<file path="src/source/l1_cache_pkg.sv">
/*
 * l1 data cache shared definitions
 * geometry, bus and frame structs, address decode union and controller states
 */
`default_nettype none

package l1_cache_pkg;

    localparam int WORD_W      = 32;
    localparam int CACHE_BYTES = 1024;
    localparam int BLOCK_WORDS = 2;
    localparam int N_SETS      = CACHE_BYTES / (BLOCK_WORDS * WORD_W / 8);
    localparam int SET_W       = $clog2(N_SETS);
    localparam int BLOCK_W     = $clog2(BLOCK_WORDS);
    localparam int TAG_W       = WORD_W - SET_W - BLOCK_W - 2;   // 2 byte offset bits

    typedef logic [WORD_W-1:0]   word_t;
    typedef logic [WORD_W/8-1:0] byte_en_t;

    // one request shape for both the core side and the memory side
    typedef struct packed {
        logic     ren;
        logic     wen;
        word_t    addr;
        word_t    wdata;
        byte_en_t byte_en;
    } bus_req_t;

    typedef struct packed {
        logic  busy;   // high until the access completes
        word_t rdata;
    } bus_resp_t;

    typedef struct packed {
        logic             valid;
        logic             dirty;
        logic [TAG_W-1:0] tag_bits;
    } cache_tag_t;

    typedef struct packed {
        cache_tag_t                  tag;
        word_t [BLOCK_WORDS-1:0]     data;
    } cache_frame_t;

    typedef struct packed {
        logic [TAG_W-1:0]   tag_bits;
        logic [SET_W-1:0]   set_bits;
        logic [BLOCK_W-1:0] block_bits;
        logic [1:0]         byte_bits;
    } cache_addr_fields_t;

    // same address seen as a flat word or split into cache fields
    typedef union packed {
        word_t              word;
        cache_addr_fields_t fields;
    } cache_addr_u;

    typedef enum logic [2:0] {
        INIT,
        HIT,
        FETCH,
        WB,
        FLUSH
    } cache_state_t;

endpackage

`default_nettype wire

</file>
<file path="src/source/block_walker.sv">
/*
 * word counter for refill and write-back
 * plus the set and word walker used by reset invalidation and flush
 */
`timescale 1ns/1ps
`default_nettype none

module block_walker (
    input  logic                             CLK,
    input  logic                             nRST,
    input  logic                             step_word,
    input  logic                             clear_word,
    input  logic                             step_flush,
    input  logic                             skip_block,
    input  logic                             clear_flush,
    output logic [l1_cache_pkg::BLOCK_W-1:0] word_num,
    output logic                             word_last,
    output logic [l1_cache_pkg::SET_W-1:0]   flush_set,
    output logic [l1_cache_pkg::BLOCK_W-1:0] flush_word,
    output logic                             flush_finish
);

    logic flush_word_last;
    logic set_last;
    logic next_set;

    // all ones marks the end since sizes are powers of two
    assign word_last       = &word_num;
    assign flush_word_last = &flush_word;
    assign set_last        = &flush_set;
    assign next_set        = skip_block || (step_flush && flush_word_last);

    always_ff @(posedge CLK, negedge nRST) begin
        if (!nRST) begin
            word_num <= '0;
        end else if (clear_word) begin   // clear wins over step
            word_num <= '0;
        end else if (step_word) begin
            word_num <= word_num + l1_cache_pkg::BLOCK_W'(1);
        end
    end

    always_ff @(posedge CLK, negedge nRST) begin
        if (!nRST) begin
            flush_set    <= '0;
            flush_word   <= '0;
            flush_finish <= 1'b0;
        end else if (clear_flush) begin
            flush_set    <= '0;
            flush_word   <= '0;
            flush_finish <= 1'b0;
        end else if (next_set) begin
            flush_word <= '0;
            flush_set  <= flush_set + l1_cache_pkg::SET_W'(1);   // wraps to set 0
            if (set_last) begin
                flush_finish <= 1'b1;   // held until cleared
            end
        end else if (step_flush) begin
            flush_word <= flush_word + l1_cache_pkg::BLOCK_W'(1);
        end
    end

endmodule

`default_nettype wire

</file>
<file path="config.mk">
export PLATFORM = sky130hd
export DESIGN_NAME = block_walker
export DESIGN_NICKNAME = d
export VERILOG_FILES = /design/src/source/l1_cache_pkg.sv /design/src/source/block_walker.sv
export SDC_FILE = /design/constraint.sdc
export NUM_CORES = 1
export LEC_CHECK = 0
export BUFFER_PORTS_ARGS = -buffer_cell sky130_fd_sc_hd__buf_2
export CAP_MARGIN = 20
export CORE_AREA = 2 2 39 41
export CTS_CLUSTER_DIAMETER = 80
export DETAILED_ROUTE_END_ITERATION = 7
export DIE_AREA = 0 0 41 43
export SLEW_MARGIN = 10
export SYNTH_ARGS = -nofsm -noshare
export SYNTH_HDL_FRONTEND = slang
export SYNTH_SLANG_ARGS = --single-unit
</file>
<file path="constraint.sdc">
create_clock -name CLK -period 3.15 [get_ports CLK]
set_clock_uncertainty 0.05 [all_clocks]
set_input_delay 0.315 -clock CLK [delete_from_list [all_inputs] [get_ports CLK]]
set_output_delay 0.315 -clock CLK [all_outputs]
set_load 0.01 [all_outputs]
</file>
==> results.ini <==
[power_and_ir_drop]
p_int_w=0.000192
p_seq_frac=0.539
leakage_nw=0.285
p_clk_frac=0.335
p_comb_frac=0.126
power.density_nw_per_um2=430
p_sw_w=0.0000659
peakVddDrop_v=0.000234
p_sw_frac=0.255

[grt]
grt_pass1_wl_um=1630
grt_usage=0.134
grt_antenna_before_repair=0
grt_max_degree=14
gr-total-overflow=0
first_global_vias=382

[layout]
area_growth_pct=22.8
n_antenna_cell=0
drive_above_1_share=0.344
fin_cells=80
post-route-util=0.433
nNetsFinal=74

[worst_setup_path]
worst_setup_path_start_kind=flip-flop
end_kind=flip-flop
slowest_stage=a21oi_1
worstPathMaxFanout=13
worstPathCellList=a21oi_1, mux2i_1, nor2_1
critical_path.max_stage_delay_ns=0.70
critical_path_class=reg2reg
cp_top_family=compound AO/OA/AOI/OAI gates
r2r_cells=3
required_ns=3.24
worst-path-buf-inv=0
crit_arrival_ns=1.68
cp_num_cells=3

[timing]
slew_viol_final=0
timing.final.crit_share=0.505
final_hold_viol_count=0
setup_violations=0
layout_min_cycle_time_ns=1.59
max_freq_mhz=629
relSlewSlack=0.434
tightest_slew_ns=0.849
rsz0062_at_grt=false
fin_setup_tns_ns=0

[drt]
num_vias=398
wl_per_cell_um=11.6
routed_wl_um=930
drc=0
postRouteAntennaNets=0
drt_iter0_drc=1
dr.pass1.iters=2
viasPerCell=4.98

[yosys]
yosysUniqueCellTypes=19
synth_fp_nets=54
synth_warnings=0
synthCells=46
syn_area_um2=488
ys_seq_elements=10
seq_area_frac_synth=0.513
syn_avg_cell_area_um2=10.6

[placed_design]
dpl.cell_count=76
io_buffer_count=17
gp_congestion=0.695
dp.final_hpwl_um=683

[run_status]
status=finished clean

[floorplan]
core-area_um2=1380
io_pins=18
die_w_um=41
fp.dieArea_um2=1760
fp-row-count=14
die-height_um=43
start_util=0.353

[clock_network]
cts_setup_buffers=0
clock_latency_ns=0.26
clockRootBuffer=clkbuf_4
cts-buffers-inserted=3
cts_tree=done
cts.reportedPaths.clkPinSlew_ns=0.07
cts.path.max_buffers=2
h-tree-depth=1
clock-sinks=10

[min_path]
whs_path_depth=2
hold_path_class=in2reg

[flow_run]
cap_violations=0

[cells in the mapped netlist]
library cell	instances	area, um2
xnor2_1	2	17.5
or4_1	2	15.0
xor2_1	1	8.76
nand2b_1	2	12.5
o31ai_1	2	15.0
a21oi_1	6	30.0
nor3_1	1	5.00
buf_4	2	15.0
buf_6	1	11.3
dfrtp_1	10	250
nand3_2	2	20.0
mux2i_1	1	10.0
nand2_1	2	7.51
or3_1	3	18.8
o21ai_0	3	15.0
inv_1	1	3.75
nor2_1	3	11.3
ha_1	1	12.5
o41ai_1	1	8.76
[cells by family after synthesis]
| family | count (synthesis) | share of synthesized area |
|---|---|---|
| mux | 1 | 0.0205 |
| simple gates | 15 | 0.185 |
| flops | 10 | 0.513 |
| fa+ha+maj | 1 | 0.0256 |
| buf+inv | 4 | 0.0615 |
| xor+xnor | 3 | 0.0539 |
| compound gates | 12 | 0.141 |
[power by group through the flow]
stage	sequential, W	combinational, W	clock (W)
CTS	0.000139	0.0000334	0.0000886
floorplan	0.000144	0.0000184	0
detailed placement	0.000142	0.0000323	0
global placement	0.000141	0.0000318	0
global route	0.000140	0.0000370	0.0000950
finish	0.000139	0.0000325	0.0000864
[worst paths after layout]
check / to / start / slack [ns]
hold / removal: word_last$_DFFE_PN0P_ / clear_word / 0.16
min in group asynchronous: flush_finish$_DFFE_PN0P_ / nRST / 0.39
hold reg to reg: flush_finish$_DFFE_PN0P_ / flush_finish$_DFFE_PN0P_ / 0.45
setup reg to reg: flush_set[1]$_DFFE_PN0P_ / flush_word$_DFFE_PN0P_ / 1.56
max in group asynchronous: flush_set[0]$_DFFE_PN0P_ / nRST / 2.46
setup / recovery: flush_set[1]$_DFFE_PN0P_ / flush_word$_DFFE_PN0P_ / 1.56
[per-stage QoR]
step | hold WS [ns] | setup slack (ns) | area [um2] | power, W
2_1_floorplan | -0.0306 | 1.69 | 488 | 0.000162
3_3_place_gp | 0.142 | 1.57 | 567 | 0.000173
3_5_place_dp | 0.141 | 1.57 | 567 | 0.000174
4_1_cts | 0.150 | 1.55 | 599 | 0.000261
5_1_grt | 0.153 | 1.38 | 599 | 0.000272
6_report | 0.156 | 1.56 | 599 | 0.000258
[state kept, by name, indices dropped and copies added (netlist names)]
| name | flops |
|---|---|
| flush_set | 7 |
| flush_finish | 1 |
| word_last | 1 |
| flush_word | 1 |
[final cells by class]
type,instances,area [um2]
multi-input combinational,32,208
inverter,1,3.75
sequential,10,250
timing repair buffer,18,95.1
tap,16,20.0
clock buffer,3,22.5
fill,143,785
[layout by cell type (no fill, tap or decap), types with 3 or more instances in the layout]
cell type,count
dfrtp_1,10
a21oi_1,6
o21ai_0,3
nor2_1,3
or3_1,3
clkbuf_4,3
buf_2,17
[metal layers]
metal,share of wire,track usage,vias up
met1,0.50,0.201,185
li1,-,-,201
met4,0,0.0600,0
met3,0.067,0.0314,0
met5,0,0,-
met2,0.43,0.178,12
[repair_timing]
action	in CTS	in global routing
hold buffers	1	0
hold endpoints to repair	10	0
endpoints found under the setup margin	0	0
gates resized for setup	0	0
No activity file was read; power rests on OpenSTA's default activity.
