## src/source/l1_cache_pkg.sv

```systemverilog
/*
 * l1 data cache shared definitions
 * geometry, bus and frame structs, address decode union and controller states
 */
`default_nettype none

package l1_cache_pkg;

    localparam int WORD_W      = 32;
    localparam int CACHE_BYTES = 1024;
    localparam int BLOCK_WORDS = 2;
    localparam int N_SETS      = CACHE_BYTES / (BLOCK_WORDS * WORD_W / 8);
    localparam int SET_W       = $clog2(N_SETS);
    localparam int BLOCK_W     = $clog2(BLOCK_WORDS);
    localparam int TAG_W       = WORD_W - SET_W - BLOCK_W - 2;   // 2 byte offset bits

    typedef logic [WORD_W-1:0]   word_t;
    typedef logic [WORD_W/8-1:0] byte_en_t;

    // one request shape for both the core side and the memory side
    typedef struct packed {
        logic     ren;
        logic     wen;
        word_t    addr;
        word_t    wdata;
        byte_en_t byte_en;
    } bus_req_t;

    typedef struct packed {
        logic  busy;   // high until the access completes
        word_t rdata;
    } bus_resp_t;

    typedef struct packed {
        logic             valid;
        logic             dirty;
        logic [TAG_W-1:0] tag_bits;
    } cache_tag_t;

    typedef struct packed {
        cache_tag_t                  tag;
        word_t [BLOCK_WORDS-1:0]     data;
    } cache_frame_t;

    typedef struct packed {
        logic [TAG_W-1:0]   tag_bits;
        logic [SET_W-1:0]   set_bits;
        logic [BLOCK_W-1:0] block_bits;
        logic [1:0]         byte_bits;
    } cache_addr_fields_t;

    // same address seen as a flat word or split into cache fields
    typedef union packed {
        word_t              word;
        cache_addr_fields_t fields;
    } cache_addr_u;

    typedef enum logic [2:0] {
        INIT,
        HIT,
        FETCH,
        WB,
        FLUSH
    } cache_state_t;

endpackage

`default_nettype wire

```

## src/source/cache_ctrl.sv

```systemverilog
/*
 * cache controller FSM
 * hit detection, refill and write-back sequencing, pass-through and flush
 */
`timescale 1ns/1ps
`default_nettype none

module cache_ctrl #(
    parameter l1_cache_pkg::word_t NONCACHE_START = 32'hF000_0000
) (
    input  logic                             CLK,
    input  logic                             nRST,
    input  l1_cache_pkg::bus_req_t           cpu_req,
    output l1_cache_pkg::bus_resp_t          cpu_resp,
    output l1_cache_pkg::bus_req_t           mem_req,
    input  l1_cache_pkg::bus_resp_t          mem_resp,
    input  logic                             flush,
    output logic                             flush_done,
    output logic [l1_cache_pkg::SET_W-1:0]   set_sel,
    output logic                             arr_wen,
    output l1_cache_pkg::cache_frame_t       arr_wdata,
    output l1_cache_pkg::cache_frame_t       arr_wmask,
    input  l1_cache_pkg::cache_frame_t       arr_rdata,
    output logic                             step_word,
    output logic                             clear_word,
    output logic                             step_flush,
    output logic                             skip_block,
    output logic                             clear_flush,
    input  logic [l1_cache_pkg::BLOCK_W-1:0] word_num,
    input  logic                             word_last,
    input  logic [l1_cache_pkg::SET_W-1:0]   flush_set,
    input  logic [l1_cache_pkg::BLOCK_W-1:0] flush_word,
    input  logic                             flush_finish
);

    l1_cache_pkg::cache_state_t state;
    l1_cache_pkg::cache_state_t next_state;
    l1_cache_pkg::cache_addr_u  req_addr;
    l1_cache_pkg::cache_addr_u  miss_addr;
    l1_cache_pkg::cache_addr_u  mem_addr;
    l1_cache_pkg::cache_tag_t   cur_tag;
    l1_cache_pkg::word_t        cpu_lanes;
    logic                       flush_req;
    logic                       flush_pend;
    logic                       cpu_active;
    logic                       pass_through;
    logic                       hit;
    logic                       victim_dirty;
    logic                       load_miss;

    // one byte enable bit per 8 data bits
    function automatic l1_cache_pkg::word_t lane_bits(input l1_cache_pkg::byte_en_t be);
        l1_cache_pkg::word_t bits;
        for (int i = 0; i < $bits(be); i++) begin
            bits[8*i +: 8] = {8{be[i]}};
        end
        return bits;
    endfunction

    assign req_addr.word = cpu_req.addr;
    assign cur_tag       = arr_rdata.tag;   // frame at set_sel
    assign cpu_lanes     = lane_bits(cpu_req.byte_en);
    assign cpu_active    = cpu_req.ren || cpu_req.wen;
    assign pass_through  = req_addr.word >= NONCACHE_START;
    assign hit           = !pass_through && cur_tag.valid &&
                           (cur_tag.tag_bits == req_addr.fields.tag_bits);
    assign victim_dirty  = cur_tag.valid && cur_tag.dirty;
    assign flush_pend    = flush || flush_req;

    // array index follows whoever owns the array this state
    always_comb begin
        case (state)
            l1_cache_pkg::INIT,
            l1_cache_pkg::FLUSH: set_sel = flush_set;
            l1_cache_pkg::FETCH,
            l1_cache_pkg::WB:    set_sel = miss_addr.fields.set_bits;
            default:             set_sel = req_addr.fields.set_bits;
        endcase
    end

    // block addresses toward memory
    always_comb begin
        mem_addr = '0;
        case (state)
            l1_cache_pkg::FLUSH: begin
                mem_addr.fields.tag_bits   = cur_tag.tag_bits;
                mem_addr.fields.set_bits   = flush_set;
                mem_addr.fields.block_bits = flush_word;
            end
            l1_cache_pkg::WB: begin   // victim lives at the miss set
                mem_addr.fields.tag_bits   = cur_tag.tag_bits;
                mem_addr.fields.set_bits   = miss_addr.fields.set_bits;
                mem_addr.fields.block_bits = word_num;
            end
            default: begin
                mem_addr.fields.tag_bits   = miss_addr.fields.tag_bits;
                mem_addr.fields.set_bits   = miss_addr.fields.set_bits;
                mem_addr.fields.block_bits = word_num;
            end
        endcase
    end

    always_ff @(posedge CLK, negedge nRST) begin
        if (!nRST) begin
            state     <= l1_cache_pkg::INIT;
            flush_req <= 1'b0;
        end else begin
            state     <= next_state;
            flush_req <= (state != l1_cache_pkg::FLUSH) && flush_pend;   // dropped once flushing
        end
    end

    // requested address of the current miss
    always_ff @(posedge CLK) begin
        if (load_miss) begin
            miss_addr <= req_addr;
        end
    end

    always_comb begin
        next_state     = state;
        cpu_resp.busy  = 1'b1;
        cpu_resp.rdata = '0;
        mem_req        = '0;
        arr_wen        = 1'b0;
        arr_wdata      = '0;
        arr_wmask      = '1;
        step_word      = 1'b0;
        clear_word     = 1'b0;
        step_flush     = 1'b0;
        skip_block     = 1'b0;
        clear_flush    = 1'b0;
        flush_done     = 1'b0;
        load_miss      = 1'b0;

        case (state)
            l1_cache_pkg::INIT: begin
                if (flush_finish) begin
                    clear_flush = 1'b1;
                    next_state  = l1_cache_pkg::HIT;
                end else begin
                    arr_wen    = 1'b1;   // zero one frame per cycle
                    arr_wmask  = '0;
                    skip_block = 1'b1;
                end
            end
            l1_cache_pkg::HIT: begin
                clear_word = 1'b1;
                if (flush_pend) begin
                    next_state = l1_cache_pkg::FLUSH;   // request waits behind the flush
                end else if (cpu_active && pass_through) begin
                    mem_req       = cpu_req;
                    mem_req.wdata = cpu_req.wdata & cpu_lanes;
                    cpu_resp      = mem_resp;
                end else if (cpu_active && hit) begin
                    cpu_resp.busy  = 1'b0;
                    cpu_resp.rdata = arr_rdata.data[req_addr.fields.block_bits];
                    if (cpu_req.wen) begin
                        arr_wen                                   = 1'b1;
                        arr_wdata.data[req_addr.fields.block_bits] = cpu_req.wdata;
                        arr_wmask.data[req_addr.fields.block_bits] = ~cpu_lanes;
                        arr_wdata.tag.dirty                        = 1'b1;
                        arr_wmask.tag.dirty                        = 1'b0;
                    end
                end else if (cpu_active) begin
                    load_miss  = 1'b1;
                    next_state = victim_dirty ? l1_cache_pkg::WB : l1_cache_pkg::FETCH;
                end
            end
            l1_cache_pkg::FETCH: begin
                mem_req.ren     = 1'b1;
                mem_req.addr    = mem_addr.word;
                mem_req.byte_en = '1;
                if (!mem_resp.busy) begin
                    arr_wen                  = 1'b1;
                    arr_wdata.data[word_num] = mem_resp.rdata;
                    arr_wmask.data[word_num] = '0;
                    arr_wdata.tag.valid      = word_last;   // valid only with the last word
                    arr_wdata.tag.tag_bits   = miss_addr.fields.tag_bits;
                    arr_wmask.tag            = '0;
                    step_word                = 1'b1;
                    if (word_last) begin
                        clear_word = 1'b1;
                        next_state = l1_cache_pkg::HIT;
                    end
                end
            end
            l1_cache_pkg::WB: begin
                mem_req.wen     = 1'b1;
                mem_req.addr    = mem_addr.word;
                mem_req.wdata   = arr_rdata.data[word_num];
                mem_req.byte_en = '1;
                if (!mem_resp.busy) begin
                    step_word = 1'b1;
                    if (word_last) begin
                        arr_wen             = 1'b1;   // victim now clean and invalid
                        arr_wmask.tag.valid = 1'b0;
                        arr_wmask.tag.dirty = 1'b0;
                        clear_word          = 1'b1;
                        next_state          = l1_cache_pkg::FETCH;
                    end
                end
            end
            l1_cache_pkg::FLUSH: begin
                if (flush_finish) begin
                    flush_done  = 1'b1;
                    clear_flush = 1'b1;
                    next_state  = l1_cache_pkg::HIT;
                end else if (victim_dirty) begin
                    mem_req.wen     = 1'b1;
                    mem_req.addr    = mem_addr.word;
                    mem_req.wdata   = arr_rdata.data[flush_word];
                    mem_req.byte_en = '1;
                    if (!mem_resp.busy) begin
                        step_flush = 1'b1;
                        if (&flush_word) begin   // frame dropped after its last word
                            arr_wen   = 1'b1;
                            arr_wmask = '0;
                        end
                    end
                end else begin
                    arr_wen    = 1'b1;
                    arr_wmask  = '0;
                    skip_block = 1'b1;
                end
            end
            default: next_state = l1_cache_pkg::INIT;
        endcase
    end

endmodule

`default_nettype wire

```

## config.mk

```make
export PLATFORM = sky130hd
export DESIGN_NAME = cache_ctrl
export DESIGN_NICKNAME = d
export VERILOG_FILES = /design/src/source/l1_cache_pkg.sv /design/src/source/cache_ctrl.sv
export SDC_FILE = /design/constraint.sdc
export NUM_CORES = 1
export LEC_CHECK = 0
export ABC_AREA = 1
export BUFFER_PORTS_ARGS = -buffer_cell sky130_fd_sc_hd__buf_2
export CORE_AREA = 2 2 195 197
export DETAILED_ROUTE_END_ITERATION = 7
export DIE_AREA = 0 0 197 199
export GPL_TIMING_DRIVEN = 0
export PLACE_DENSITY = 0.44
export REMOVE_ABC_BUFFERS = 1
export SLEW_MARGIN = 0
export SYNTH_ARGS = -nofsm -noshare
export SYNTH_HDL_FRONTEND = slang
export SYNTH_SLANG_ARGS = --single-unit
```

## constraint.sdc

```tcl
create_clock -name CLK -period 2.1 [get_ports CLK]
set_input_delay 0 -clock CLK [delete_from_list [all_inputs] [get_ports CLK]]
set_output_delay 0 -clock CLK [all_outputs]
set_load 0.02 [all_outputs]
```

==> results by group <==
Status
  • Status: finished with violations
  • Failing checks: negative setup slack

Floorplanning
  • Die Width: 197 µm
  • Initial core utilization: 18.38%
  • Rows: 71
  • Core box area: 37130 µm²
  • IO Pins: between 400 and 500
  • Die area: 39200 µm²
  • Die Ht: 199 µm

Detailed routing
  • 1st-iter DRT viols: 525
  • DRC: 0
  • WL/cell: between 20 and 25 µm
  • Via density: 4.827
  • Final wirelength: 47.84 mm
  • ANT nets after route: 0
  • Router iterations before antenna repair: 7
  • Vias: 10720

Global route
  • GRT overflow: 0
  • Global-route wire length before repair: 66.06 mm
  • Number of global-route vias before repair: 10344
  • Met1 usage: approximately a quarter
  • Initial antenna violation count: 8
  • Largest net degree at the start of global routing: 73
  • Met2 Use GR: 41.57%
  • Met3 Resource Use GR: under 10%
  • All-Layer GR Usage: 22.80%
  • Layer with the highest usage: met2

Timing
  • Slew headroom: 51.58%
  • Min cycle time layout: 2.168 ns
  • RSZ-0062 raised after global routing: true
  • Fmax: 461.3 MHz
  • Slew Viols, Final: 0
  • Slew @ Worst Pin: 0.7263 ns
  • Final worst path period share: 103.2%
  • Skew final: 0.003415 ns
  • Setup-failing EPs final: 30
  • Final hold vios: 0
  • Final Worst Setup Slack: -0.06788 ns

Critical path
  • Crit path from: state[2]$_DFFE_PN0P_
  • Critical Path End Type: primary output
  • Crit Path Category: reg -> out
  • Critical-path maximum fanout: 6
  • Reg-to-reg startpoint: state[2]$_DFFE_PN0P_
  • Worst path max stage delay: ~0.47 ns
  • R2r worst-path depth: 9
  • Critical path launch point type: flip-flop
  • Ordered list of cells on the worst path: nor2_4 -> nand2_4 -> nor2_4 -> clkinv_4 -> nor2_8 -> buf_6 -> buf_8 -> nand2_8 -> o21ai_4 -> buf_6
  • Worst path slowest cell: dfrtp_2
  • Worst reg-to-reg setup slack: 0.10 ns
  • WP data arrival: 2.17 ns
  • R2r endpoint: miss_addr[13]$_DFFE_PP_
  • Worst Path Required: 2.10 ns
  • Crit path capture: mem_req[31]

Yosys
  • Avg Cell Area, Syn: roughly 5.4 µm²
  • Seq cells post-synth: 33
  • Syn. warnings: 0
  • Register area share after synthesis: approximately 14%
  • Post-Syn Instances: 1268
  • Yosys cell types: 35
  • Synthesized area: 6825 µm²

Power
  • Leak: 6.738 nW
  • Worst IR Drop VDD: 0.9699 mV
  • PwrDens: 906.2 nW/µm²

Finish
  • Ratio of cells with drive above 1 in the final layout: between 40% and 50%
  • Area Growth Syn to Fin: 86.67%
  • Fin util: 34.31%
  • Final Cell Area: around 13000 µm²
  • Fin nets: 1949

Placement
  • GPL Wtd Cong: 0.8602
  • Port Buffers: roughly 500
  • Detail Placement HPWL: 32.97 mm
  • Dpl cell area: slightly above 9000 µm²

Run
  • Max_cap viols: 0

Clocking
  • Clock transition at path regs: 0.06 ns
  • Num Clock Sinks: 33
  • Clk buf depth: 2
  • CTS Buf Count: 5
  • Worst skew pair latency: 0.29 ns
  • CTS H-tree lvls: 2
  • CTS root buf: clkbuf_16
  • CTS tree: yes

Hold path
  • Hold Crit Class: in -> async
## flip-flops by register name (all words and copies together) (netlist names)
register   count
state          3
flush_req      1
miss_addr     29
## cell type report
| class | instances | area, µm² |
|---|---|---|
| Timing Repair inverter | 3 | 27.53 |
| Clock inverter | 2 | 10.01 |
| Tap cell | 474 | 593.1 |
| Fill cell | 4121 | 24390 |
| Sequential cell | 33 | 974.7 |
| Timing Repair Buffer | 616 | 4750 |
| Multi-Input combinational cell | 898 | 5459 |
| Antenna cell | 2 | 5.005 |
| Clock buffer | 6 | 128.9 |
| Inverter | 187 | 793.3 |
## metrics by stage
step	power, mW	setup TNS, ns	std cells	worst slack [ns]	hold WS, ns
final	11.55	-0.6635	2221	-0.06788	0.06905
after global placement	8.630	-517.45	2085	-3.420	-0.1861
after CTS	11.11	-1.428	2201	-0.1015	0.07626
after global routing	12.24	-5.459	2220	-0.1465	0.09658
after floorplan	4.824	-149.21	1114	-2.277	-0.2956
after detailed placement	8.805	-337.34	2096	-2.122	-0.1854
## placed cells by master, fill, tap and decap left out, types with 26 or more instances in the layout
| cell | count |
|---|---|
| a22oi_1 | 30 |
| nand4_1 | 67 |
| nand2_1 | 240 |
| buf_2 | 343 |
| inv_1 | 168 |
| nor2_1 | 110 |
| o21ai_0 | 89 |
| nand3_1 | 43 |
| buf_4 | 111 |
| buf_12 | 26 |
| edfxtp_1 | 29 |
| buf_6 | 90 |
| o21ai_1 | 45 |
| dlygate4sd3_1 | 31 |
| nand2_4 | 44 |
| o21ai_2 | 40 |
| a21oi_1 | 38 |
| nand2_2 | 43 |
## kinds of logic after synthesis
family                    after synthesis  share of synthesized area [%]
xor gates and xnor gates                1                         0.1283
DFF                                    33                          14.23
buffers and inverters                 341                          23.72
AOI/OAI and AO/OA                     294                          23.59
and+or+nand+nor                       591                          37.16
muxes                                   8                          1.173
## power breakdown
part / switching (mW) / internal (mW)
sequential: 0.0695 / 0.802
combinational: 6.53 / 3.40
clock: 0.307 / 0.436
## metal layers
metal,up-vias,share of wire [%]
met5,-,0.14
met4,10,2.4
met3,64,7.2
met2,499,50
met1,5101,40
li1,5046,-
## worst min-delay path by stage
stage | depth (start not counted) | end | slack, ns | start
4_1_cts | 2 | flush_req$_DFF_PN0_ | 0.08 | nRST
6_report | 2 | flush_req$_DFF_PN0_ | 0.07 | nRST
3_3_place_gp | 1 | flush_req$_DFF_PN0_ | -0.19 | nRST
5_1_grt | 2 | flush_req$_DFF_PN0_ | 0.1 | nRST
3_5_place_dp | 1 | flush_req$_DFF_PN0_ | -0.19 | nRST
2_1_floorplan | 0 | flush_req$_DFF_PN0_ | -0.30 | nRST
## cells in the mapped netlist
master	instances	area, µm²
nand2_1	330	1239
inv_1	174	653.1
o21ai_0	151	755.7
nor2_1	124	465.5
buf_4	80	600.6
nand4_1	67	419.2
a21oi_1	56	280.3
nand3_1	48	240.2
clkbuf_1	39	146.4
a22oi_1	31	232.7
o21ai_1	30	150.1
edfxtp_1	29	870.8
buf_2	25	125.1
inv_2	13	48.80
o22ai_1	10	62.56
buf_1	9	33.78
mux2i_1	8	80.08
nor3_1	7	35.03
o221ai_1	7	61.31
nor2_2	5	31.28
dfrtp_1	4	100.1
o31ai_1	3	22.52
nand2_2	2	12.51
nor2_4	2	22.52
nor3_2	2	20.02
nor3b_1	2	15.01
o211ai_1	2	15.01
a31oi_1	1	6.260
buf_6	1	11.26
nor2_8	1	20.02
nor3_4	1	16.27
o2111ai_1	1	8.760
o21a_1	1	7.510
o21bai_1	1	7.510
xnor2_1	1	8.760
## critical path: cells and delay by family (launching register included)
family / cells / cell delay [ns]
compound gates: 1 / 0.17
simple gates: 5 / 0.67
flops: 1 / 0.47
buf+inv: 4 / 0.56
## timing repair
| action | in CTS | in global routing |
|---|---|---|
| pin swaps | 33 | 44 |
| gates cloned | 9 | 4 |
| endpoints found under the setup margin | 322 | 259 |
| hold endpoints to repair | 34 | 0 |
| gates resized for setup | 324 | 320 |
| hold buffers | 31 | 0 |
| buffers inserted | 57 | 15 |
(Power assumes the default switching activity.)
